--- config.mk ---
export PLATFORM = sky130hd
export DESIGN_NAME = dma_read_port
export DESIGN_NICKNAME = d
export VERILOG_FILES = /design/src/verilog/cps_ram_pkg.sv /design/src/verilog/dma_read_port.sv
export VERILOG_INCLUDE_DIRS = /design/src /design/src/verilog
export SDC_FILE = /design/constraint.sdc
export NUM_CORES = 1
export LEC_CHECK = 0
export ABC_AREA = 1
export BUFFER_PORTS_ARGS = -buffer_cell sky130_fd_sc_hd__buf_2
export CORE_ASPECT_RATIO = 0.9
export CORE_MARGIN = 1
export CORE_UTILIZATION = 40
export CTS_BUF_LIST = sky130_fd_sc_hd__clkbuf_2 sky130_fd_sc_hd__clkbuf_4 sky130_fd_sc_hd__clkbuf_8
export DETAILED_ROUTE_END_ITERATION = 12
export HOLD_SLACK_MARGIN = 0.15
export MAX_ROUTING_LAYER = met4
export PLACE_DENSITY = 0.7
export SYNTH_ARGS = -nofsm -noshare
export SYNTH_HDL_FRONTEND = slang
export SYNTH_SLANG_ARGS = --single-unit
--- constraint.sdc ---
create_clock -name clk_gfx -period 1 [get_ports clk_gfx]
set_clock_uncertainty 0.05 [all_clocks]
set_input_delay 0.1 -clock clk_gfx [delete_from_list [all_inputs] [get_ports clk_gfx]]
set_output_delay 0.1 -clock clk_gfx [all_outputs]
set_load 0.01 [all_outputs]
--- src/verilog/cps_ram_params.svh ---
//######################################
// Size constants for the shared CPU and
// video memory block. Include this file
// in any source that needs the widths.
//######################################

`ifndef CPS_RAM_PARAMS_SVH
`define CPS_RAM_PARAMS_SVH

// Word offset inside one 32K-word bank
`define CPS_RAM_OFS_W   15

// Bank field above the offset
`define CPS_RAM_BANK_W  2

`define CPS_RAM_DW      16

// Only banks 0 to 2 hold video RAM
`define CPS_RAM_BANKS   3

`define CPS_RAM_FILL    {`CPS_RAM_DW{1'b1}}

`endif

--- src/verilog/cps_ram_pkg.sv ---
//######################################
// Shared types for the memory block.
// Referenced with scoped names, as in
// cps_ram_pkg::word_t.
//######################################

`include "cps_ram_params.svh"

package cps_ram_pkg;

    // Bank in the upper bits, word offset below
    typedef struct packed {
        logic [`CPS_RAM_BANK_W-1:0] bank;
        logic [`CPS_RAM_OFS_W-1:0]  ofs;
    } cpu_addr_s;

    // The 17-bit word address, raw or split
    typedef union packed {
        logic [`CPS_RAM_BANK_W+`CPS_RAM_OFS_W-1:0] flat;
        cpu_addr_s                                 field;
    } cpu_addr_u;

    typedef logic [`CPS_RAM_DW-1:0] word_t;

    // Active-high lane enables, bit 1 is the upper byte
    typedef logic [1:0] byte_mask_t;

endpackage

--- src/verilog/dma_read_port.sv ---
//######################################
// Graphics DMA read port on clk_gfx.
// The select is a level. Any change of
// address while it is high starts a new
// read and drops dma_ok until done.
//######################################

`include "cps_ram_params.svh"

module dma_read_port (
    input  logic                   rst,
    input  logic                   clk_gfx,
    input  logic                   vram_dma_cs,
    input  cps_ram_pkg::cpu_addr_u vram_dma_addr,
    input  cps_ram_pkg::word_t     gfx_rdata,
    output cps_ram_pkg::cpu_addr_u gfx_addr,
    output logic                   dma_ok,
    output cps_ram_pkg::word_t     dma_data
);

    logic       addr_valid;
    logic       addr_change;
    logic [1:0] rd_sh;

    // First access after reset always counts as a change
    assign addr_change = vram_dma_cs &
                         (~addr_valid | (vram_dma_addr.flat != gfx_addr.flat));

    // Latched scan address with the bank bits passed on as is
    always_ff @(posedge clk_gfx) begin
        if (vram_dma_cs) begin
            gfx_addr <= vram_dma_addr;
        end
    end

    always_ff @(posedge clk_gfx, posedge rst) begin
        if (rst) begin
            addr_valid <= 1'b0;
            rd_sh      <= 2'b00;
            dma_ok     <= 1'b0;
            dma_data   <= `CPS_RAM_FILL;
        end else begin
            if (vram_dma_cs) begin
                addr_valid <= 1'b1;
            end
            // A change restarts the two-cycle count
            if (addr_change) begin
                rd_sh <= 2'b10;
            end else begin
                rd_sh <= {1'b0, rd_sh[1]};
            end
            if (rd_sh[0]) begin
                dma_ok   <= 1'b1;
                dma_data <= gfx_rdata;
            end
            if (addr_change) begin
                dma_ok <= 1'b0;
            end
        end
    end

    // Address moved under a held select
    a_ok_drops: assert property (
        @(posedge clk_gfx) disable iff (rst)
            vram_dma_cs && $past(vram_dma_cs) &&
            (vram_dma_addr.flat != $past(vram_dma_addr.flat)) |=> !dma_ok
    );

endmodule

==> flow_metrics.tcl, run 1 <==
set metrics [dict create \
    run_status "finished, violations left" \
    failed_checks "setup timing" \
    worst_hold_path.num_cells 3 \
    cts_inserted_buffers 5 \
    register_bit_total_from_synthesis 37 \
    io_buffer_count 69 \
    die_area_sq_um 4310 \
    synth.yosys.warnings 0 \
    cts.root.buffer_cell "sky130_fd_sc_hd__clkbuf_8" \
    netlist_top_cells_area "sky130_fd_sc_hd__edfxtp_1 32%, sky130_fd_sc_hd__dfstp_2 26%, sky130_fd_sc_hd__mux2_2 11%, sky130_fd_sc_hd__nand2_1 10%, sky130_fd_sc_hd__inv_1 7.2%" \
    tritoncts "yes" \
    timing.final.crit_period_ns 1.257 \
    hold_violations 0 \
    dp_hpwl_um 2335 \
    initial_core_util_pct 42.53 \
    place.gp.congestion 0.7460 \
    timing.rr.start "gfx_addr[2]$_DFFE_PP_" \
    areaGrowthSynthToFinish_pct 70.81 \
    setup_repair_after_global_routing_missed_its_margin "yes" \
    layout.cells.most_common_list "47 x sky130_fd_sc_hd__buf_2, 45 x sky130_fd_sc_hd__nand2_1, 34 x sky130_fd_sc_hd__dlygate4sd3_1" \
    worst-slew-pin-transition_ns 0.4574 \
    fill_cells 283 \
    fin_ws_ns -0.2566 \
    finalNetCount 306 \
    global_route_wire_length_before_repair_um 6299 \
    hold_path.class "primary input to flop" \
    dp_slack_ns -0.2022 \
    finish.utilization_pct 72.64 \
    layout_commonest_cell "sky130_fd_sc_hd__buf_2" \
    drive_gt1_share_pct 46.13 \
    core-area_sq_um 3810 \
    clock_latency_ns 0.28 \
    ir_worst_vdd_mv 1.057 \
    timing.critical_path.arrival_ns 1.41 \
    final-max-slew-violation-count 0 \
    finalCritPeriodShare_pct 125.7 \
    drt_first_iter_violations 43 \
    first_global_vias 1349 \
    chipWidth_um 69.09 \
    mappedNetlistArea_sq_um 1620 \
    post_dp_cell_area_sq_um 2077 \
    syn-mean-instance-area_sq_um 10.66 \
    worst_slew_margin_rel_pct 69.51 \
    clock_path_buffers 2 \
    boundaryPins 70 \
    placed_cells 271 \
    timing.setup.critical_path_class "flop to flop" \
    max_freq_mhz 795.8 \
    mappedNetlistNets 188 \
    leakage_nw 1.403 \
    die_height_um 62.38 \
    yosys.area.top_type_share_pct 31.51 \
    cts_num_sinks 37 \
    avgRoutedWirePerCell_um 13.51 \
    worst_setup_path_start_kind "flop" \
    drt.antenna.violating_nets 0 \
    drt-vias-per-instance 4.366 \
    power_per_cell_area_nw_per_um2 1459 \
    count_of_unresolved_drc_violations_after_routing 0 \
    synth.lib_cells_used.distinct 16 \
    grt_antenna_before_repair 0 \
    totalWireLength_um 4282 \
    globalRoute.totalOverflow 0 \
    clk_pin_slew_ns 0.07 \
    number_of_detailed_routing_iterations_run_before_antenna_repair 4 \
    groute.usage.overall_pct 19.99 \
    synth_cells 152 \
    fin_area_sq_um 2768 \
    timing.reg2reg.setup_slack_ns -0.26 \
    path_max_fanout 3 \
    post-layout-total-power_mw 4.039 \
    r2r_cells 5 \
    netlist.top_cell.by_area "sky130_fd_sc_hd__edfxtp_1" \
    synth_sequential_area_ratio_pct 63.63 \
    setup-violations-final 49 \
    antennaDiodeCount 0 \
    kind_of_end_point_of_the_critical_path "flop" \
    critical_path_required_ns 1.16 \
    fp-row-count 21 \
    routed-via-count 1384 \
    max_cap_viol_count 0 \
    grt_start_max_net_pins 22 \
    timing.hold.worst_endpoint "rd_sh[1]$_DFF_PP0_" \
    ctsHtreeMaxLevel 2 \
    layoutNonFillerInstCount 317 \
    r2r_end "dma_ok$_DFFE_PP0P_" \
    hold_path_startpoint "vram_dma_cs" \
]
==> worst max-delay path, cell delays in order, from the launching register on <==
cell                       delay (ns)
sky130_fd_sc_hd__edfxtp_1        0.40
sky130_fd_sc_hd__xnor2_1         0.19
sky130_fd_sc_hd__nand2_1         0.11
sky130_fd_sc_hd__nor2_2          0.16
sky130_fd_sc_hd__nand3_2         0.11
sky130_fd_sc_hd__a21oi_1         0.15
==> report_power, final <==
| part | switching, mW | total (mW) | internal (mW) |
|---|---|---|---|
| Combinational | 0.372 | 0.985 | 0.613 |
| Sequential | 0.126 | 1.96 | 1.83 |
| Clock | 0.516 | 1.09 | 0.577 |
==> timing repair <==
item / in CTS / in global routing
endpoints found under the hold margin: 53 / 0
endpoints found under the setup margin: 51 / 52
setup buffers: 1 / 4
pin swaps: 0 / 1
gates cloned: 1 / 0
hold buffers: 34 / 0
gates resized for setup: 25 / 24
==> layout make-up <==
| type | count | area [sq um] | share of cell area, % |
|---|---|---|---|
| well taps | 46 | 57.56 | 2.080 |
| multi-input cells | 82 | 519.2 | 18.76 |
| clock buffers | 8 | 91.34 | 3.300 |
| inverters | 31 | 116.4 | 4.204 |
| repair buffers | 113 | 950.9 | 34.36 |
| flip-flops and latches | 37 | 1032 | 37.30 |
==> through the flow <==
step	hold slack, ns	setup TNS [ns]
after floorplan	0.001971	-0.5825
after global placement	-0.03297	-0.5420
after detailed placement	-0.03203	-0.6930
after CTS	0.2095	-3.586
after global routing	0.2459	-4.725
final	0.2083	-3.283
==> worst max path at each step <==
stage / start / endpoint / cells after the start / slack [ns]
2_1_floorplan: gfx_addr[6]$_DFFE_PP_ / rd_sh[1]$_DFF_PP0_ / 8 / -0.13
3_3_place_gp: gfx_addr[6]$_DFFE_PP_ / rd_sh[1]$_DFF_PP0_ / 8 / -0.18
6_report: gfx_addr[2]$_DFFE_PP_ / dma_ok$_DFFE_PP0P_ / 5 / -0.26
4_1_cts: gfx_addr[6]$_DFFE_PP_ / dma_ok$_DFFE_PP0P_ / 7 / -0.21
3_5_place_dp: gfx_addr[6]$_DFFE_PP_ / dma_ok$_DFFE_PP0P_ / 7 / -0.20
5_1_grt: gfx_addr[2]$_DFFE_PP_ / dma_ok$_DFFE_PP0P_ / 5 / -0.35
==> kinds of logic after synthesis <==
family / share of synthesized area, %
AO/OA/AOI/OAI: 0.9264
XOR/XNOR: 1.081
flip-flops: 63.63
AND/OR/NAND/NOR: 15.06
buffers and inverters: 8.185
multiplexers: 11.12
==> cells in the mapped netlist <==
| cell | count |
|---|---|
| sky130_fd_sc_hd__a21oi_1 | 2 |
| sky130_fd_sc_hd__buf_2 | 1 |
| sky130_fd_sc_hd__buf_6 | 1 |
| sky130_fd_sc_hd__dfrtp_1 | 4 |
| sky130_fd_sc_hd__dfstp_2 | 16 |
| sky130_fd_sc_hd__edfxtp_1 | 17 |
| sky130_fd_sc_hd__inv_1 | 31 |
| sky130_fd_sc_hd__mux2_2 | 16 |
| sky130_fd_sc_hd__nand2_1 | 45 |
| sky130_fd_sc_hd__nand3_1 | 1 |
| sky130_fd_sc_hd__nand3_2 | 1 |
| sky130_fd_sc_hd__nor2_1 | 11 |
| sky130_fd_sc_hd__nor2_2 | 2 |
| sky130_fd_sc_hd__o21ai_0 | 1 |
| sky130_fd_sc_hd__or2_2 | 1 |
| sky130_fd_sc_hd__xnor2_1 | 2 |
==> state kept, by name, indices dropped and copies added, names as in the netlist <==
name and cells:
gfx_addr 17, rd_sh 2, addr_valid 1, dma_ok 1, dma_data 16
==> metal layers <==
metal	part of all wire (%)	vias up	GRT usage, %
met3	2.8	7	4.194
met2	54	32	35.92
li1	-	701	-
met4	1.7	0	8.418
met5	0	-	-
met1	42	644	21.28
Power figures use the tool's default switching activity.
==> inputs of run 2 (changes only) <==
Settings changed: BUFFER_PORTS_ARGS -buffer_cell sky130_fd_sc_hd__buf_2 to not set, DONT_BUFFER_PORTS set to 1, PLACE_DENSITY 0.7 to 0.54.
==> run 2 against run 1 <==
Effect of this change:
- the run ends with hold timing, setup timing left
- die area did not move
- worst hold slack got worse by 0.37 ns
- global-route usage fell by 2.9 points
- non-clock buffer count fell by 50
- critical endpoint unchanged
==> flow_metrics.tcl, run 2 (same netlist as run 1, synthesis figures left out) <==
set metrics [dict create \
    run_status "finished, violations left" \
    failed_checks "hold timing, setup timing" \
    hold-worst-slack_ns -0.1624 \
    switching_power_share_of_the_total_pct 22.86 \
    grt_antenna_before_repair 0 \
    fp-row-count 21 \
    ctsHtreeMaxLevel 2 \
    count_of_unresolved_drc_violations_after_routing 0 \
    drt_first_iter_violations 32 \
    chipWidth_um 69.09 \
    io_buffer_count 0 \
    finalCritPeriodShare_pct 123.9 \
    r2r_end "dma_ok$_DFFE_PP0P_" \
    critPathTopFamily "simple AND/OR/NAND/NOR gates" \
    ctsHoldBuffers 34 \
    power_frac_comb_pct 16.3 \
    tritoncts "yes" \
    r2r_cells 7 \
    reg_top3 "gfx_addr (17), dma_data (16), rd_sh (2)" \
    worst_slew_margin_rel_pct 83.19 \
    list_of_cells_traversed_by_the_critical_path "nor2_1 > nor2_1 > nor2_1 > nand2_1 > nor2_1 > nand3_2 > a21oi_2" \
    timing.final.crit_period_ns 1.239 \
    power_per_cell_area_nw_per_um2 1598 \
    p_switching_uw 911.8 \
    grt_start_max_net_pins 22 \
    crit_path_cell_count 7 \
    die_height_um 62.38 \
    clock_latency_ns 0.29 \
    core-area_sq_um 3810 \
    hold_violations 21 \
    crit_slowest_cell "sky130_fd_sc_hd__edfxtp_1" \
    leakage_nw 1.203 \
    drt.antenna.violating_nets 0 \
    cellInternalPower_mw 3.077 \
    drt-vias-per-instance 4.461 \
    setup.worst_path.end "dma_ok$_DFFE_PP0P_" \
    routed-via-count 1191 \
    kind_of_end_point_of_the_critical_path "flop" \
    cts_num_sinks 37 \
    dominant_cell_type_by_count_on_the_critical_path "sky130_fd_sc_hd__nor2_1" \
    critical_path_required_ns 1.17 \
    path_max_fanout 3 \
    setup_repair_after_global_routing_missed_its_margin "yes" \
    initial_core_util_pct 42.53 \
    share_clk_of_total_power_pct 33.3 \
    global_route_wire_length_before_repair_um 5499 \
    critical_path_buf_inv_count 0 \
    fin_area_sq_um 2496 \
    drive_gt1_share_pct 33.48 \
    timing.setup.critical_path_class "flop to flop" \
    setup-violations-final 38 \
    number_of_detailed_routing_iterations_run_before_antenna_repair 4 \
    worst_hold_path.num_cells 1 \
    slowest_cell_delay_on_critical_path_ns 0.43 \
    timing.critical_path.from "gfx_addr[6]$_DFFE_PP_" \
    cts.root.buffer_cell "sky130_fd_sc_hd__clkbuf_8" \
    layout.cells.most_common_list "45 x sky130_fd_sc_hd__nand2_1, 34 x sky130_fd_sc_hd__dlygate4sd3_1, 31 x sky130_fd_sc_hd__inv_1" \
    antennaDiodeCount 0 \
    seqPwrFrac_pct 50.4 \
    max_flop_register "gfx_addr" \
    place.gp.congestion 0.6918 \
    hold_path.class "primary input to flop" \
    cts_inserted_buffers 5 \
    globalRoute.totalOverflow 0 \
    timing.reg2reg.setup_slack_ns -0.24 \
    final-max-slew-violation-count 0 \
    max_freq_mhz 807.4 \
    clock_path_buffers 2 \
    setup-tns-final_ns -1.882 \
    areaGrowthSynthToFinish_pct 54.05 \
    timing.critical_path.arrival_ns 1.41 \
    boundaryPins 70 \
    first_global_vias 1270 \
    ir_worst_vdd_mv 1.029 \
    worst-slew-pin-transition_ns 0.2521 \
    worst_setup_path_start_kind "flop" \
    totalWireLength_um 3514 \
    finalNetCount 256 \
    layout_commonest_cell "sky130_fd_sc_hd__nand2_1" \
    die_area_sq_um 4310 \
    largest_register_ffs 17 \
    max_cap_viol_count 0 \
    fin_ws_ns -0.2386 \
    timing.rr.start "gfx_addr[6]$_DFFE_PP_" \
    dp_hpwl_um 2125 \
    groute.usage.overall_pct 17.09 \
    avgRoutedWirePerCell_um 13.16 \
    clk_pin_slew_ns 0.07 \
    post_dp_cell_area_sq_um 1862 \
]
run 2: changes by cell type in the layout (fill, tap and decap cells not counted), moves of 2 or more:
cell,before,now
sky130_fd_sc_hd__buf_6,26,23
sky130_fd_sc_hd__buf_12,3,0
sky130_fd_sc_hd__buf_4,3,5
sky130_fd_sc_hd__clkbuf_4,3,0
sky130_fd_sc_hd__buf_2,47,0
run 2: worst min path at each step:
| stage | startpoint | end |
|---|---|---|
| floorplan | rst | addr_valid$_DFFE_PP0P_ |
| CTS | vram_dma_cs | dma_ok$_DFFE_PP0P_ |
| detailed placement | rst | addr_valid$_DFFE_PP0P_ |
| global placement | rst | addr_valid$_DFFE_PP0P_ |
| global route | vram_dma_cs | dma_ok$_DFFE_PP0P_ |
| finish | vram_dma_cs | dma_ok$_DFFE_PP0P_ |
run 2: power by group through the flow:
stage	registers [mW]	clock network [mW]	logic (mW)
after floorplan	2.02	0	0.238
after global routing	2.03	1.44	0.711
after CTS	2.00	1.37	0.619
after global placement	2.01	0	0.403
final	2.01	1.33	0.651
after detailed placement	2.02	0	0.413
run 2: worst reg2reg max path: stages, from the launching register on:
cell                       delay (ns)
sky130_fd_sc_hd__edfxtp_1        0.43
sky130_fd_sc_hd__nor2_1          0.12
sky130_fd_sc_hd__nor2_1          0.06
sky130_fd_sc_hd__nor2_1          0.10
sky130_fd_sc_hd__nand2_1         0.07
sky130_fd_sc_hd__nor2_1          0.11
sky130_fd_sc_hd__nand3_2         0.10
sky130_fd_sc_hd__a21oi_2         0.14
run 2: cell type report:
type	count	area, sq um
Tap cell	46	57.56
Sequential cell	37	1031
Fill cell	296	1314
Multi-Input combinational cell	82	520.5
Timing Repair Buffer	63	651.9
Clock buffer	6	82.58
Inverter	31	116.4
Clock inverter	2	36.28
run 2: stage by stage:
stage               utilization [%]  std cells  worst slack [ns]  power (mW)
floorplan                         -        152           -0.1271       2.260
global placement              48.87        221           -0.1639       2.416
detailed placement            48.87        221           -0.2102       2.435
CTS                           64.79        268           -0.2101       3.985
global route                  65.52        267           -0.3623       4.175
finish                        65.52        267           -0.2386       3.988
run 2: routing by layer:
metal  track usage (%)  part of all wire (%)
met1             19.07                    43
met2             28.03                    50
met5                 -                     0
met4             8.418                   1.8
met3             5.000                   5.0
run 2: timing repair:
action,CTS,global route
cloned,1,0
endpoints found under the hold margin,74,21
setup endpoints to repair,52,52
setup buffers,4,1
pin swaps,1,0
gates resized for setup,25,18
