[src/verilog/cps_ram_params.svh]
//######################################
// Size constants for the shared CPU and
// video memory block. Include this file
// in any source that needs the widths.
//######################################

`ifndef CPS_RAM_PARAMS_SVH
`define CPS_RAM_PARAMS_SVH

// Word offset inside one 32K-word bank
`define CPS_RAM_OFS_W   15

// Bank field above the offset
`define CPS_RAM_BANK_W  2

`define CPS_RAM_DW      16

// Only banks 0 to 2 hold video RAM
`define CPS_RAM_BANKS   3

`define CPS_RAM_FILL    {`CPS_RAM_DW{1'b1}}

`endif

[src/verilog/cps_ram_pkg.sv]
//######################################
// Shared types for the memory block.
// Referenced with scoped names, as in
// cps_ram_pkg::word_t.
//######################################

`include "cps_ram_params.svh"

package cps_ram_pkg;

    // Bank in the upper bits, word offset below
    typedef struct packed {
        logic [`CPS_RAM_BANK_W-1:0] bank;
        logic [`CPS_RAM_OFS_W-1:0]  ofs;
    } cpu_addr_s;

    // The 17-bit word address, raw or split
    typedef union packed {
        logic [`CPS_RAM_BANK_W+`CPS_RAM_OFS_W-1:0] flat;
        cpu_addr_s                                 field;
    } cpu_addr_u;

    typedef logic [`CPS_RAM_DW-1:0] word_t;

    // Active-high lane enables, bit 1 is the upper byte
    typedef logic [1:0] byte_mask_t;

endpackage

[src/verilog/mem_access_if.sv]
//######################################
// CPU-side access bus between the bus
// controller and one memory. The ctrl
// end drives the request, mem returns
// registered read data.
//######################################

interface mem_access_if;

    cps_ram_pkg::cpu_addr_u  addr;
    cps_ram_pkg::word_t      wdata;
    cps_ram_pkg::byte_mask_t be;
    // Single-cycle write pulse
    logic                    we;
    cps_ram_pkg::word_t      rdata;

    modport ctrl (
        output addr,
        output wdata,
        output be,
        output we,
        input  rdata
    );

    modport mem (
        input  addr,
        input  wdata,
        input  be,
        input  we,
        output rdata
    );

endinterface

[src/verilog/cpu_bus_ctrl.sv]
//######################################
// CPU bus controller. Turns a select
// edge into one memory access and acks
// it two cycles later with main_ok.
// Ack is held until the select drops.
//######################################

`include "cps_ram_params.svh"

module cpu_bus_ctrl (
    input  logic                   rst,
    input  logic                   clk_cpu,
    input  logic                   main_ram_cs,
    input  logic                   main_vram_cs,
    input  logic                   main_rnw,
    input  logic [1:0]             dsn,
    input  cps_ram_pkg::cpu_addr_u main_addr,
    input  cps_ram_pkg::word_t     main_dout,
    output logic                   main_ok,
    output cps_ram_pkg::word_t     main_data,
    mem_access_if.ctrl             work,
    mem_access_if.ctrl             vram
);

    localparam logic [`CPS_RAM_BANK_W-1:0] NBANKS = `CPS_RAM_BANK_W'(`CPS_RAM_BANKS);

    logic cs_any;
    logic main_last;
    logic main_edge;
    logic wr_req;
    logic sel_work;
    logic sel_vram;
    logic work_we;
    logic vram_we;
    logic [1:0] ok_sh;

    cps_ram_pkg::cpu_addr_u  lat_addr;
    cps_ram_pkg::word_t      lat_data;
    cps_ram_pkg::byte_mask_t lat_be;
    cps_ram_pkg::word_t      read_word;

    assign cs_any    = main_ram_cs | main_vram_cs;
    // Only a fresh select starts an access
    assign main_edge = cs_any & ~main_last;
    assign wr_req    = main_edge & ~main_rnw;

    // Request payload
    always_ff @(posedge clk_cpu) begin
        if (main_edge) begin
            lat_addr <= main_addr;
            lat_data <= main_dout;
            lat_be   <= ~dsn;
        end
    end

    // Both buses see the same request and the strobes pick the target
    assign work.addr  = lat_addr;
    assign work.wdata = lat_data;
    assign work.be    = lat_be;
    assign work.we    = work_we;

    assign vram.addr  = lat_addr;
    assign vram.wdata = lat_data;
    assign vram.be    = lat_be;
    assign vram.we    = vram_we;

    // Read data source for the latched target
    always_comb begin
        if (sel_work) begin
            read_word = work.rdata;
        end else if (sel_vram && lat_addr.field.bank < NBANKS) begin
            read_word = vram.rdata;
        end else begin
            read_word = `CPS_RAM_FILL;
        end
    end

    always_ff @(posedge clk_cpu, posedge rst) begin
        if (rst) begin
            main_last <= 1'b0;
            sel_work  <= 1'b0;
            sel_vram  <= 1'b0;
            work_we   <= 1'b0;
            vram_we   <= 1'b0;
            ok_sh     <= 2'b00;
            main_ok   <= 1'b0;
            main_data <= `CPS_RAM_FILL;
        end else begin
            main_last <= cs_any;
            // Memory sees the strobe one edge after the request
            work_we   <= wr_req & main_ram_cs;
            vram_we   <= wr_req & main_vram_cs & (main_addr.field.bank < NBANKS);
            ok_sh     <= {main_edge, ok_sh[1]};
            if (main_edge) begin
                sel_work <= main_ram_cs;
                sel_vram <= main_vram_cs;
            end
            if (ok_sh[0]) begin
                main_ok   <= 1'b1;
                main_data <= read_word;
            end
            // Four-phase release
            if (!cs_any) begin
                main_ok <= 1'b0;
            end
        end
    end

    a_one_select: assert property (
        @(posedge clk_cpu) disable iff (rst) !(main_ram_cs && main_vram_cs)
    );

    // Ack only answers a select held since its request
    a_ok_needs_cs: assert property (
        @(posedge clk_cpu) disable iff (rst)
            $rose(main_ok) |-> $past(cs_any, 2) && $past(cs_any, 3)
    );

endmodule

[src/flat_wrapper.sv]
// flat-port wrapper written by rule: the top's interface ports become plain ports
module cpu_bus_ctrl_flat 
  (rst, clk_cpu, main_ram_cs, main_vram_cs, main_rnw, dsn, main_addr, main_dout, main_ok, main_data, work_addr, work_wdata, work_be, work_we, work_rdata, vram_addr, vram_wdata, vram_be, vram_we, vram_rdata);
  mem_access_if work_i ();
  mem_access_if vram_i ();
  input  logic rst;
  input  logic clk_cpu;
  input  logic main_ram_cs;
  input  logic main_vram_cs;
  input  logic main_rnw;
  input  logic [1:0] dsn;
  input  cps_ram_pkg::cpu_addr_u main_addr;
  input  cps_ram_pkg::word_t main_dout;
  output logic main_ok;
  output cps_ram_pkg::word_t main_data;
  output wire logic [$bits(work_i.addr)-1:0] work_addr;
  output wire logic [$bits(work_i.wdata)-1:0] work_wdata;
  output wire logic [$bits(work_i.be)-1:0] work_be;
  output wire logic [$bits(work_i.we)-1:0] work_we;
  input wire logic [$bits(work_i.rdata)-1:0] work_rdata;
  output wire logic [$bits(vram_i.addr)-1:0] vram_addr;
  output wire logic [$bits(vram_i.wdata)-1:0] vram_wdata;
  output wire logic [$bits(vram_i.be)-1:0] vram_be;
  output wire logic [$bits(vram_i.we)-1:0] vram_we;
  input wire logic [$bits(vram_i.rdata)-1:0] vram_rdata;
  assign work_addr = work_i.addr;
  assign work_wdata = work_i.wdata;
  assign work_be = work_i.be;
  assign work_we = work_i.we;
  assign work_i.rdata = work_rdata;
  assign vram_addr = vram_i.addr;
  assign vram_wdata = vram_i.wdata;
  assign vram_be = vram_i.be;
  assign vram_we = vram_i.we;
  assign vram_i.rdata = vram_rdata;
  cpu_bus_ctrl u_core (.rst(rst), .clk_cpu(clk_cpu), .main_ram_cs(main_ram_cs), .main_vram_cs(main_vram_cs), .main_rnw(main_rnw), .dsn(dsn), .main_addr(main_addr), .main_dout(main_dout), .main_ok(main_ok), .main_data(main_data), .work(work_i), .vram(vram_i));
endmodule
[config.mk]
export PLATFORM = sky130hd
export DESIGN_NAME = cpu_bus_ctrl_flat
export DESIGN_NICKNAME = d
export VERILOG_FILES = /design/src/verilog/cps_ram_pkg.sv /design/src/verilog/mem_access_if.sv /design/src/verilog/cpu_bus_ctrl.sv /design/src/flat_wrapper.sv
export VERILOG_INCLUDE_DIRS = /design/src /design/src/verilog
export SDC_FILE = /design/constraint.sdc
export NUM_CORES = 1
export LEC_CHECK = 0
export ABC_AREA = 1
export BUFFER_PORTS_ARGS = -buffer_cell sky130_fd_sc_hd__buf_2
export CAP_MARGIN = 25
export CELL_PAD_IN_SITES_DETAIL_PLACEMENT = 2
export CELL_PAD_IN_SITES_GLOBAL_PLACEMENT = 2
export CORE_ASPECT_RATIO = 0.5
export CORE_MARGIN = 5
export CORE_UTILIZATION = 22
export CTS_BUF_LIST = sky130_fd_sc_hd__clkbuf_2 sky130_fd_sc_hd__clkbuf_4 sky130_fd_sc_hd__clkbuf_8
export DETAILED_ROUTE_END_ITERATION = 7
export PLACE_DENSITY_LB_ADDON = 0.05
export SYNTH_ARGS = -nofsm -noshare
export SYNTH_HDL_FRONTEND = slang
export SYNTH_SLANG_ARGS = --single-unit
[constraint.sdc]
create_clock -name clk_cpu -period 2.6 [get_ports clk_cpu]
set_clock_uncertainty 0.2 [all_clocks]
set_input_delay 0.13 -clock clk_cpu [delete_from_list [all_inputs] [get_ports clk_cpu]]
set_output_delay 0.13 -clock clk_cpu [all_outputs]
set_load 0.03 [all_outputs]
==> results of run 1 <==
-- cell families (layout without fill, tap and decap cells) --
kind of cell,count (synthesis),after routing,share of synthesized area [%]
compound gates,17,17,3.415
simple gates,95,95,14.68
buf+inv,68,275,16.73
flops,59,59,65.17
-- sequential cells by signal, indices dropped and copies added (netlist names), 2 cells and up --
signal	flops
u_core.vram.addr	17
u_core.main_data	16
u_core.vram.wdata	16
u_core.ok_sh	2
u_core.vram.be	2
-- timing repair --
| item | CTS | global route |
|---|---|---|
| endpoints found under the hold margin | 65 | 0 |
| hold buffers | 73 | 0 |
| setup buffers | 0 | 0 |
-- layout make-up --
class                   count  area (um2)
clock buffers               9       123.9
clock inverters             6       128.9
fillers                  1280        6907
inverters                  23       86.33
multi-input cells         112       471.7
flip-flops and latches     59        1672
well taps                 159       198.9
repair buffers            237        1594
-- worst max-delay path by stage --
stage                     cells after the start                           start                          endpoint
after floorplan                               1      u_core.main_last$_DFF_PP0_     u_core.vram.addr[0]$_DFFE_PP_
after global placement                        2      u_core.main_last$_DFF_PP0_   u_core.vram.wdata[11]$_DFFE_PP_
after detailed placement                      4  u_core.vram.addr[16]$_DFFE_PP_  u_core.main_data[15]$_DFFE_PP1P_
after CTS                                     5  u_core.vram.addr[16]$_DFFE_PP_  u_core.main_data[15]$_DFFE_PP1P_
after global routing                          5  u_core.vram.addr[16]$_DFFE_PP_  u_core.main_data[14]$_DFFE_PP1P_
final                                         5  u_core.vram.addr[16]$_DFFE_PP_  u_core.main_data[15]$_DFFE_PP1P_
-- tightest hold or removal path: cells and delay by family --
| kind | cells | cell delay (ps) |
|---|---|---|
| buffers and inverters | 3 | 920 |
-- where the power goes --
group	internal (mW)	switching [mW]	total [mW]
sequential	1.11	0.0574	1.17
clock	0.723	0.364	1.09
combinational	0.230	0.372	0.601
total	2.07	0.793	2.86
-- cell usage in the layout (no fill, tap or decap), drive strengths merged, types with 8 or more instances in the layout --
cell type and n:
dfrtp 8, nor2 22, clkbuf 9, inv 23, a21oi 16, dlygate4sd3 73
nand2 57, edfxtp 35, buf 164, nand3 16, dfstp 16
-- per-layer routing --
layer  wire [um]  vias up  track usage, %  part of all wire [%]
met2        4568       94           24.17                    50
li1            -     1129               -                     -
met1        3777     1130           14.38                    41
met5           0        -               0                     0
met4          84        0           2.968                  0.91
met3         792        9           5.416                   8.6
==> metrics.md, run 1 <==
| Metric | Value |
|---|---|
| #FFs+latches synth | 59 |
| Root Driver | clkbuf_8 |
| Crit-path slowest cell | dlygate4sd3_1 |
| Layout Utilization | about two fifths |
| Die Width | 162.7 um |
| Maximum clock rate | 0.4810 GHz |
| Post-synth top area share | 40.98% |
| Synth-to-layout area growth | 66.68% |
| Critical Path AT | 2150 ps |
| Area post-placement | 3292 um2 |
| DPL Wire Length | 6.400 mm |
| Clk_lat worst skew | between 300 and 400 ps |
| EDFF count, synth | 35 |
| Setup TNS | 0 ps |
| Slowest stage delay, CP | about 560 ps |
| Status | complete, no violations |
| Least-Margin Pin Slew | about 700 ps |
| Port-buffer cells | 160 |
| PnR Total Power | 2.860 mW |
| Synth warn | 0 |
| Family with the most delay on the worst path | simple AND/OR/NAND/NOR gates |
| Worst hold slack | 111.6 ps |
| Max-slew violation count | 0 |
| CP Capture Type | flop |
| Die H | about 86 um |
| Fin worst setup slack | 520.9 ps |
| Layout cell share with drive strength beyond 1 | 43.72% |
| Via density | about 4 |
| Drt pass-1 iters | 4 |
| Ant diodes | 0 |
| Total GRT Usage | 13.16% |
| ANT nets after route | 0 |
| FP Rows | 27 |
| Max VDD drop | 0.2004 mV |
| Leak Pwr | 2.043 nW |
| DRT iter0 DRCs | 46 |
| Largest net degree at the start of global routing | 34 |
| Top-count cell post-synth | nand2_1 |
| Final Wtd Congestion | 0.6745 |
| WL per Instance | 15.24 um |
| CTS buffer count | 9 |
| H-Tree Depth | 3 |
| Tmin final | around 2100 ps |
| Synth cell count leaders | nand2_1 (57), buf_4 (37), edfxtp_1 (35) |
| R2R depth | 5 |
| Synth async-reset ratio | 40.68% |
| Worst path cell trace | nand2_1 -> nand3_1 -> nand2_1 -> dlygate4sd3_1 -> nand2_1 |
| Synthesized instance count | between 200 and 250 |
| Vias in the first global route | ~2700 |
| DRC Markers | 0 |
| RSZ-0062 raised after global routing | no |
| Dpl cells | 517 |
| Tcrit/Tclk final | 79.97% |
| Mapped Avg Cell Area | ~11 um2 |
| Die footprint | 14050 um2 |
| Net Count, Synth | 311 |
| Post_cts resized | 0 |
| Synth cell types | 12 |
| Worst Setup Slack post-DPL | roughly 990 ps |
| Startpoint types | flop |
| Grt ovf | 0 |
| First-pass GRT wire length | between 10 and 15 mm |
| Worst slew margin | 53.33% |
| CTS tree | done |
| Top_reg_cell synth | edfxtp_1 |
| Post-route cell area | 4275 um2 |
| WL final | 9.223 mm |
| Placeable Area | 11180 um2 |
| Hold WC Path Type | primary input to asynchronous set/reset pin |
| CP required | approximately 2700 ps |
| Routed vias | 2362 |
| Crit Path Category | flop to flop |
| Top cells by area, synth | edfxtp_1 (41%), dfstp_2 (16%), buf_4 (11%) |
| Endpoints failing setup | 0 |
| Reg2reg end | u_core.main_data[15]$_DFFE_PP1P_ |
| Crit path top cell by count | nand2_1 |
| FF-to-FF Start | u_core.vram.addr[16]$_DFFE_PP_ |
| CP Buf/Inv Count | 1 |
| Final Hold Fails | 0 |
| Finished Layout Cells | around 610 |
| Cell accounting for the most synthesized area | edfxtp_1 |
| CTS Sinks | 59 |
| Internal reg-to-reg setup slack | 520 ps |
| Clock buffer depth | 2 |
| Initial antenna violation count | 0 |
| Crit Path Max Fanout | 16 |
| Pwr dens | between 600 and 700 nW/um2 |
| Initial core utilization | 22.94% |
| Final nets | 514 |
| Clk slew on worst S/H paths | 70 ps |
| Max-cap viol count | 0 |
| Cell Area, Synth | 2565 um2 |
| I/O Pins | 161 |
| Part of the Yosys area used for sequential elements | 65.17% |
No activity file was read; power rests on OpenSTA's default activity.
==> inputs of run 2 (changes only) <==
Clock period 2.6 ns to 1.9 ns, I/O delays scaled along.
==> metrics.md, run 2 (same netlist as run 1, synthesis figures left out) <==
| Metric | Value |
|---|---|
| Routed met1 length | 3.796 mm (+0.50%) |
| Tmin final | 1779 ps (-299.8 ps) |
| CP Capture Type | flop |
| Die H | 86.35 um (unchanged) |
| Initial antenna violation count | 0 (unchanged) |
| CP required | 1980 ps (-690 ps) |
| Clock buffer depth | 2 (unchanged) |
| Largest net degree at the start of global routing | 34 (unchanged) |
| Clock power frac | 32.5% (-5.5 points) |
| DPL Wire Length | 6.450 mm (+0.78%) |
| Met3 Wirelength | 794 um (+0.25%) |
| Initial core utilization | 22.94% (unchanged) |
| Final nets | 516 (+0.39%) |
| PnR Total Power | 3.599 mW (+26%) |
| Startpoint types | flop |
| Routed vias | 2384 (+0.93%) |
| First-pass GRT wire length | 14.23 mm (about the same) |
| Grt ovf | 0 (unchanged) |
| Met2 WL post-DR | 4.653 mm (+1.9%) |
| Logic pwr share | 23.5% (+2.5 points) |
| Final Hold Fails | 0 (unchanged) |
| Least-Margin Pin Slew | 610.0 ps (-88.38 ps) |
| Max VDD drop | 0.2552 mV (+27%) |
| Die Width | 162.7 um (unchanged) |
| Finished Layout Cells | 608 (+0.50%) |
| Top Layer Used | met4 |
| Synth-to-layout area growth | 64.68% |
| Setup TNS | 0 ps (unchanged) |
| FP Rows | 27 (unchanged) |
| DRT iter0 DRCs | 34 (-26%) |
| Max-cap viol count | 0 (unchanged) |
| Vias in the first global route | 2664 (-1.4%) |
| Dpl cells | 520 (+0.58%) |
| Hold WC Path Type | flop to flop |
| Crit Path Max Fanout | 33 (+17) |
| Layout cell share with drive strength beyond 1 | 44.54% (+0.82 points) |
| H-Tree Depth | 3 (unchanged) |
| WL per Instance | 15.36 um (+0.77%) |
| Crit Path Category | flop to flop |
| RSZ-0062 raised after global routing | no |
| Worst slew margin | 59.29% (+6.0 points) |
| Total GRT Usage | 13.16% (about the same) |
| Ant diodes | 0 (unchanged) |
| Port-buffer cells | 160 (unchanged) |
| Placeable Area | 11180 um2 (unchanged) |
| Worst Setup Slack post-DPL | 545.2 ps (-441.6 ps) |
| Status | complete, no violations |
| Internal Pwr Total | 2.454 mW (+19%) |
| CTS buffer count | 9 (unchanged) |
| Fill cell count | 1246 (-2.7%) |
| DRC Markers | 0 (unchanged) |
| Critical Path AT | 1860 ps (-290 ps) |
| Fin worst setup slack | 120.7 ps (-400.2 ps) |
| Leak Pwr | 2.020 nW (-1.1%) |
| Clk_lat worst skew | 340 ps (about the same) |
| CTS tree | done |
| Max-slew violation count | 0 (unchanged) |
| Die footprint | 14050 um2 (unchanged) |
| Clk slew on worst S/H paths | 70 ps (about the same) |
| I/O Pins | 161 (unchanged) |
| Via density | 3.921 (+0.43%) |
| WL final | 9.340 mm (+1.3%) |
| Root Driver | clkbuf_8 |
| Reg power frac | 43.9% (+2.9 points) |
| Final Wtd Congestion | 0.7078 (+4.9%) |
| Max reg flops | 17 (unchanged) |
| # Post-CTS Setup Buffers | 0 (unchanged) |
| Maximum clock rate | 0.5620 GHz (+17%) |
| Pwr dens | 852.0 nW/um2 (+27%) |
| Net Sw Frac | 31.80% (+4.1 points) |
| Tcrit/Tclk final | 93.65% (+14 points) |
| Commonest non-fill, non-tap cell in the layout | buf_2 |
| CTS Sinks | 59 (unchanged) |
| Commonest cells after routing, fill and taps aside | buf_2 (160), dlygate4sd3_1 (72), nand2_1 (57) |
| Endpoints failing setup | 0 (unchanged) |
| Drt pass-1 iters | 4 (unchanged) |
| ANT nets after route | 0 (unchanged) |
| Switching power | 1.145 mW (+44%) |
==> run 2: cell types whose count changed in the layout (fill, tap and decap cells not counted) <==
| cell | delta |
|---|---|
| buf_16 | -1 |
| buf_4 | +2 |
| buf_6 | +2 |
| bufinv_16 | -3 |
| clkinv_1 | -1 |
| clkinv_4 | +3 |
| clkinvlp_4 | +1 |
| dlygate4sd3_1 | -1 |
| inv_6 | +1 |
==> run 2: power by group through the flow <==
stage	Clock (mW)	Combinational (mW)	Sequential [mW]
6_report	1.17	0.846	1.58
5_1_grt	1.30	0.916	1.60
4_1_cts	1.24	0.858	1.58
3_5_place_dp	0	0.734	1.61
3_3_place_gp	0	0.715	1.60
2_1_floorplan	0	0.308	1.81
==> run 2: per-stage QoR <==
| stage | utilization, % | hold WS, ps | area, um2 |
|---|---|---|---|
| detailed placement | 29.46 | -7.356 | 3294 |
| floorplan | - | -102.2 | 2572 |
| global placement | 29.46 | -24.62 | 3294 |
| finish | 37.78 | 151.9 | 4224 |
| CTS | 37.71 | 154.4 | 4217 |
| global route | 37.78 | 160.5 | 4224 |
==> run 2: final cells by class <==
class | count | area, um2 | share of cell area (%)
tap | 159 | 198.9 | 4.710
clock inverter | 7 | 77.57 | 1.836
sequential | 59 | 1672 | 39.57
timing repair buffer | 239 | 1594 | 37.74
clock buffer | 9 | 123.9 | 2.932
multi-input combinational | 112 | 471.7 | 11.17
inverter | 23 | 86.33 | 2.044
==> run 2: timing repair <==
action / in CTS / in global routing
endpoints found under the setup margin: 0 / 12
hold buffers: 72 / 0
resized for setup: 0 / 2
hold endpoints to repair: 69 / 0
==> run 2: per-layer routing <==
| layer | track usage, % | up-vias |
|---|---|---|
| met5 | 0 | - |
| met4 | 3.881 | 0 |
| met3 | 5.511 | 8 |
| met2 | 24.02 | 101 |
| met1 | 14.09 | 1140 |
| li1 | - | 1135 |
==> run 2: path summary, 6_finish.rpt <==
path	startpoint	endpoint	slack (ps)	depth (start not counted)
hold reg to reg	u_core.ok_sh[1]$_DFF_PP0_	u_core.ok_sh[0]$_DFF_PP0_	150	0
max in group asynchronous	rst	u_core.main_data[7]$_DFFE_PP1P_	750	4
setup reg to reg	u_core.sel_work$_DFFE_PP0P_	u_core.main_data[13]$_DFFE_PP1P_	120	6
hold / removal	u_core.ok_sh[1]$_DFF_PP0_	u_core.ok_sh[0]$_DFF_PP0_	150	0
setup / recovery	u_core.sel_work$_DFFE_PP0P_	u_core.main_data[13]$_DFFE_PP1P_	120	6
min in group asynchronous	rst	u_core.ok_sh[1]$_DFF_PP0_	170	3
==> run 2: critical path: stages (launching register included) <==
cell	delay (ps)
dfrtp_1	360
buf_4	240
nor2_1	160
nand3_1	90
nand2_1	70
dlygate4sd3_1	540
nand2_1	50
==> inputs of run 3 (changes only) <==
Clock period 1.9 ns to 1.4 ns, I/O delays scaled along.
==> metrics.md, run 3 (same netlist as run 1, synthesis figures left out) <==
| Metric | Value |
|---|---|
| Status | complete, no violations |
| Final Hold Fails | 0 (unchanged) |
| Slowest stage delay, CP | 540 ps (about the same) |
| Die footprint | 14050 um2 (unchanged) |
| Vias in the first global route | 2809 (+5.4%) |
| Max reg flops | 17 (unchanged) |
| Family with the most delay on the worst path | flip-flops |
| PnR Total Power | 4.834 mW (+34%) |
| Startpoint types | flop |
| Commonest non-fill, non-tap cell in the layout | buf_2 |
| Final Wtd Congestion | 0.7123 (+0.64%) |
| Hold WC Path Type | primary input to flop |
| FP Rows | 27 (unchanged) |
| Worst slew margin | 76.06% (+17 points) |
| FF-to-FF Start | u_core.main_last$_DFF_PP0_ |
| Crit Path Category | flop to primary output |
| Worst path cell trace | buf_2 |
| Die H | 86.35 um (unchanged) |
| DPL Wire Length | 6.497 mm (+0.73%) |
| CTS Sinks | 59 (unchanged) |
| Leak Pwr | 2.063 nW (+2.1%) |
| CTS tree | done |
| Root Driver | clkbuf_8 |
| Reg2reg end | u_core.vram.wdata[8]$_DFFE_PP_ |
| ANT nets after route | 0 (unchanged) |
| Grt ovf | 0 (unchanged) |
| Area of the multi-input gates | 471.7 um2 (unchanged) |
| Tmin final | 1348 ps |
| Initial antenna violation count | 0 (unchanged) |
| Initial core utilization | 22.94% (unchanged) |
| Drt pass-1 iters | 4 (unchanged) |
| CP required | 1130 ps (-850 ps) |
| Layout cell share with drive strength beyond 1 | 44.44% (-0.099 points) |
| Port-buffer cells | 160 (unchanged) |
| Final nets | 517 (+0.19%) |
| CP Buf/Inv Count | 1 (-1) |
| Synth-to-layout area growth | 65.90% |
| Least-Margin Pin Slew | 359.2 ps (-250.9 ps) |
| Max VDD drop | 0.3797 mV (+49%) |
| DRC Markers | 0 (unchanged) |
| CTS buffer count | 9 (unchanged) |
| Hold_sp | main_ram_cs |
| I/O Pins | 161 (unchanged) |
| Maximum clock rate | 0.7420 GHz |
| CP Capture Type | primary output |
| Endpoints failing setup | 0 (unchanged) |
| Pwr dens | 1136 nW/um2 (+33%) |
| DRT iter0 DRCs | 55 (+62%) |
| Routed vias | 2380 (-0.17%) |
| Crit Path Max Fanout | 2 (-94%) |
| H-Tree Depth | 3 (unchanged) |
| WL per Instance | 15.19 um (-1.1%) |
| R2R depth | 2 (-4) |
| First-pass GRT wire length | 14.64 mm (+2.9%) |
| Max-slew violation count | 0 (unchanged) |
| Placeable Area | 11180 um2 (unchanged) |
| Largest net degree at the start of global routing | 34 (unchanged) |
| Hold depth | 4 (+4) |
| Commonest cells after routing, fill and taps aside | buf_2 (160), dlygate4sd3_1 (73), nand2_1 (57) |
| Clk_lat worst skew | 330 ps (about the same) |
| Die Width | 162.7 um (unchanged) |
| Clock buffer depth | 2 (unchanged) |
| Register area | 1673 um2 (about the same) |
| WL final | 9.249 mm (-0.97%) |
| Total GRT Usage | 13.38% (+0.21 points) |
| Crit-path slowest cell | dfstp_2 |
| Via density | 3.908 (-0.33%) |
| Clk slew on worst S/H paths | 80 ps (about the same) |
| Finished Layout Cells | 609 (+0.16%) |
| # Post-CTS Setup Buffers | 0 (unchanged) |
| Max-cap viol count | 0 (unchanged) |
| Dpl cells | 520 (unchanged) |
| Tcrit/Tclk final | 96.27% |
| Hold Path Sink | u_core.ok_sh[1]$_DFF_PP0_ |
| Fill cell count | 1255 (+0.72%) |
| Critical Path AT | 1080 ps (-780 ps) |
| RSZ-0062 raised after global routing | no |
| Internal reg-to-reg setup slack | 140 ps (+20 ps) |
| Ant diodes | 0 (unchanged) |
## run 3: worst max-delay path by stage
stage                                           from                         endpoint  cells after the start
floorplan                 u_core.main_last$_DFF_PP0_    u_core.vram.addr[0]$_DFFE_PP_                      1
global placement         u_core.sel_vram$_DFFE_PP0P_  u_core.main_data[7]$_DFFE_PP1P_                      3
detailed placement       u_core.sel_vram$_DFFE_PP0P_  u_core.main_data[4]$_DFFE_PP1P_                      3
CTS                                      main_ram_cs       u_core.main_last$_DFF_PP0_                      5
global route        u_core.main_data[12]$_DFFE_PP1P_                    main_data[12]                      1
finish               u_core.main_data[3]$_DFFE_PP1P_                     main_data[3]                      1
## run 3: worst register-to-register path: stages, from the launching register on
cell,delay [ps]
dfrtp_1,410
nor2_4,120
buf_4,230
## run 3: final cells by class
cell class	count	area share, %
Clock inverter	7	1.588
Tap cell	159	4.675
Multi-Input combinational cell	112	11.08
Sequential cell	59	39.31
Clock buffer	9	2.911
Timing Repair Buffer	240	38.40
Inverter	23	2.029
## run 3: layer usage
metal / up-vias / track usage [%] / wire length, um
met5: - / 0 / 0
met4: 0 / 3.653 / 79
met3: 7 / 4.798 / 720
met2: 97 / 25.68 / 4791
met1: 1137 / 13.95 / 3657
li1: 1139 / - / -
## run 3: what timing repair did
item / CTS / global route
endpoints found under the hold margin: 81 / 3
endpoints found under the setup margin: 0 / 17
resized for setup: 0 / 1
hold buffers: 74 / 1
## run 3: report_power, final
part | internal [mW] | switching [mW] | total, mW
registers | 2.07 | 0.101 | 2.17
logic | 0.438 | 0.692 | 1.13
clock network | 0.815 | 0.720 | 1.53
## run 3: metrics by stage
| step | hold slack (ps) | setup TNS, ps | cell area [um2] | worst slack (ps) | utilization (%) |
|---|---|---|---|---|---|
| 4_1_cts | 46.20 | 0 | 4264 | 5.928 | 38.13 |
| 6_report | 78.70 | 0 | 4255 | 52.25 | 38.06 |
| 5_1_grt | 109.6 | 0 | 4255 | 5.282 | 38.06 |
| 3_3_place_gp | -89.98 | 0 | 3332 | 66.67 | 29.80 |
| 3_5_place_dp | -101.8 | 0 | 3332 | 17.39 | 29.80 |
| 2_1_floorplan | -127.2 | -5574 | 2572 | -151.0 | - |
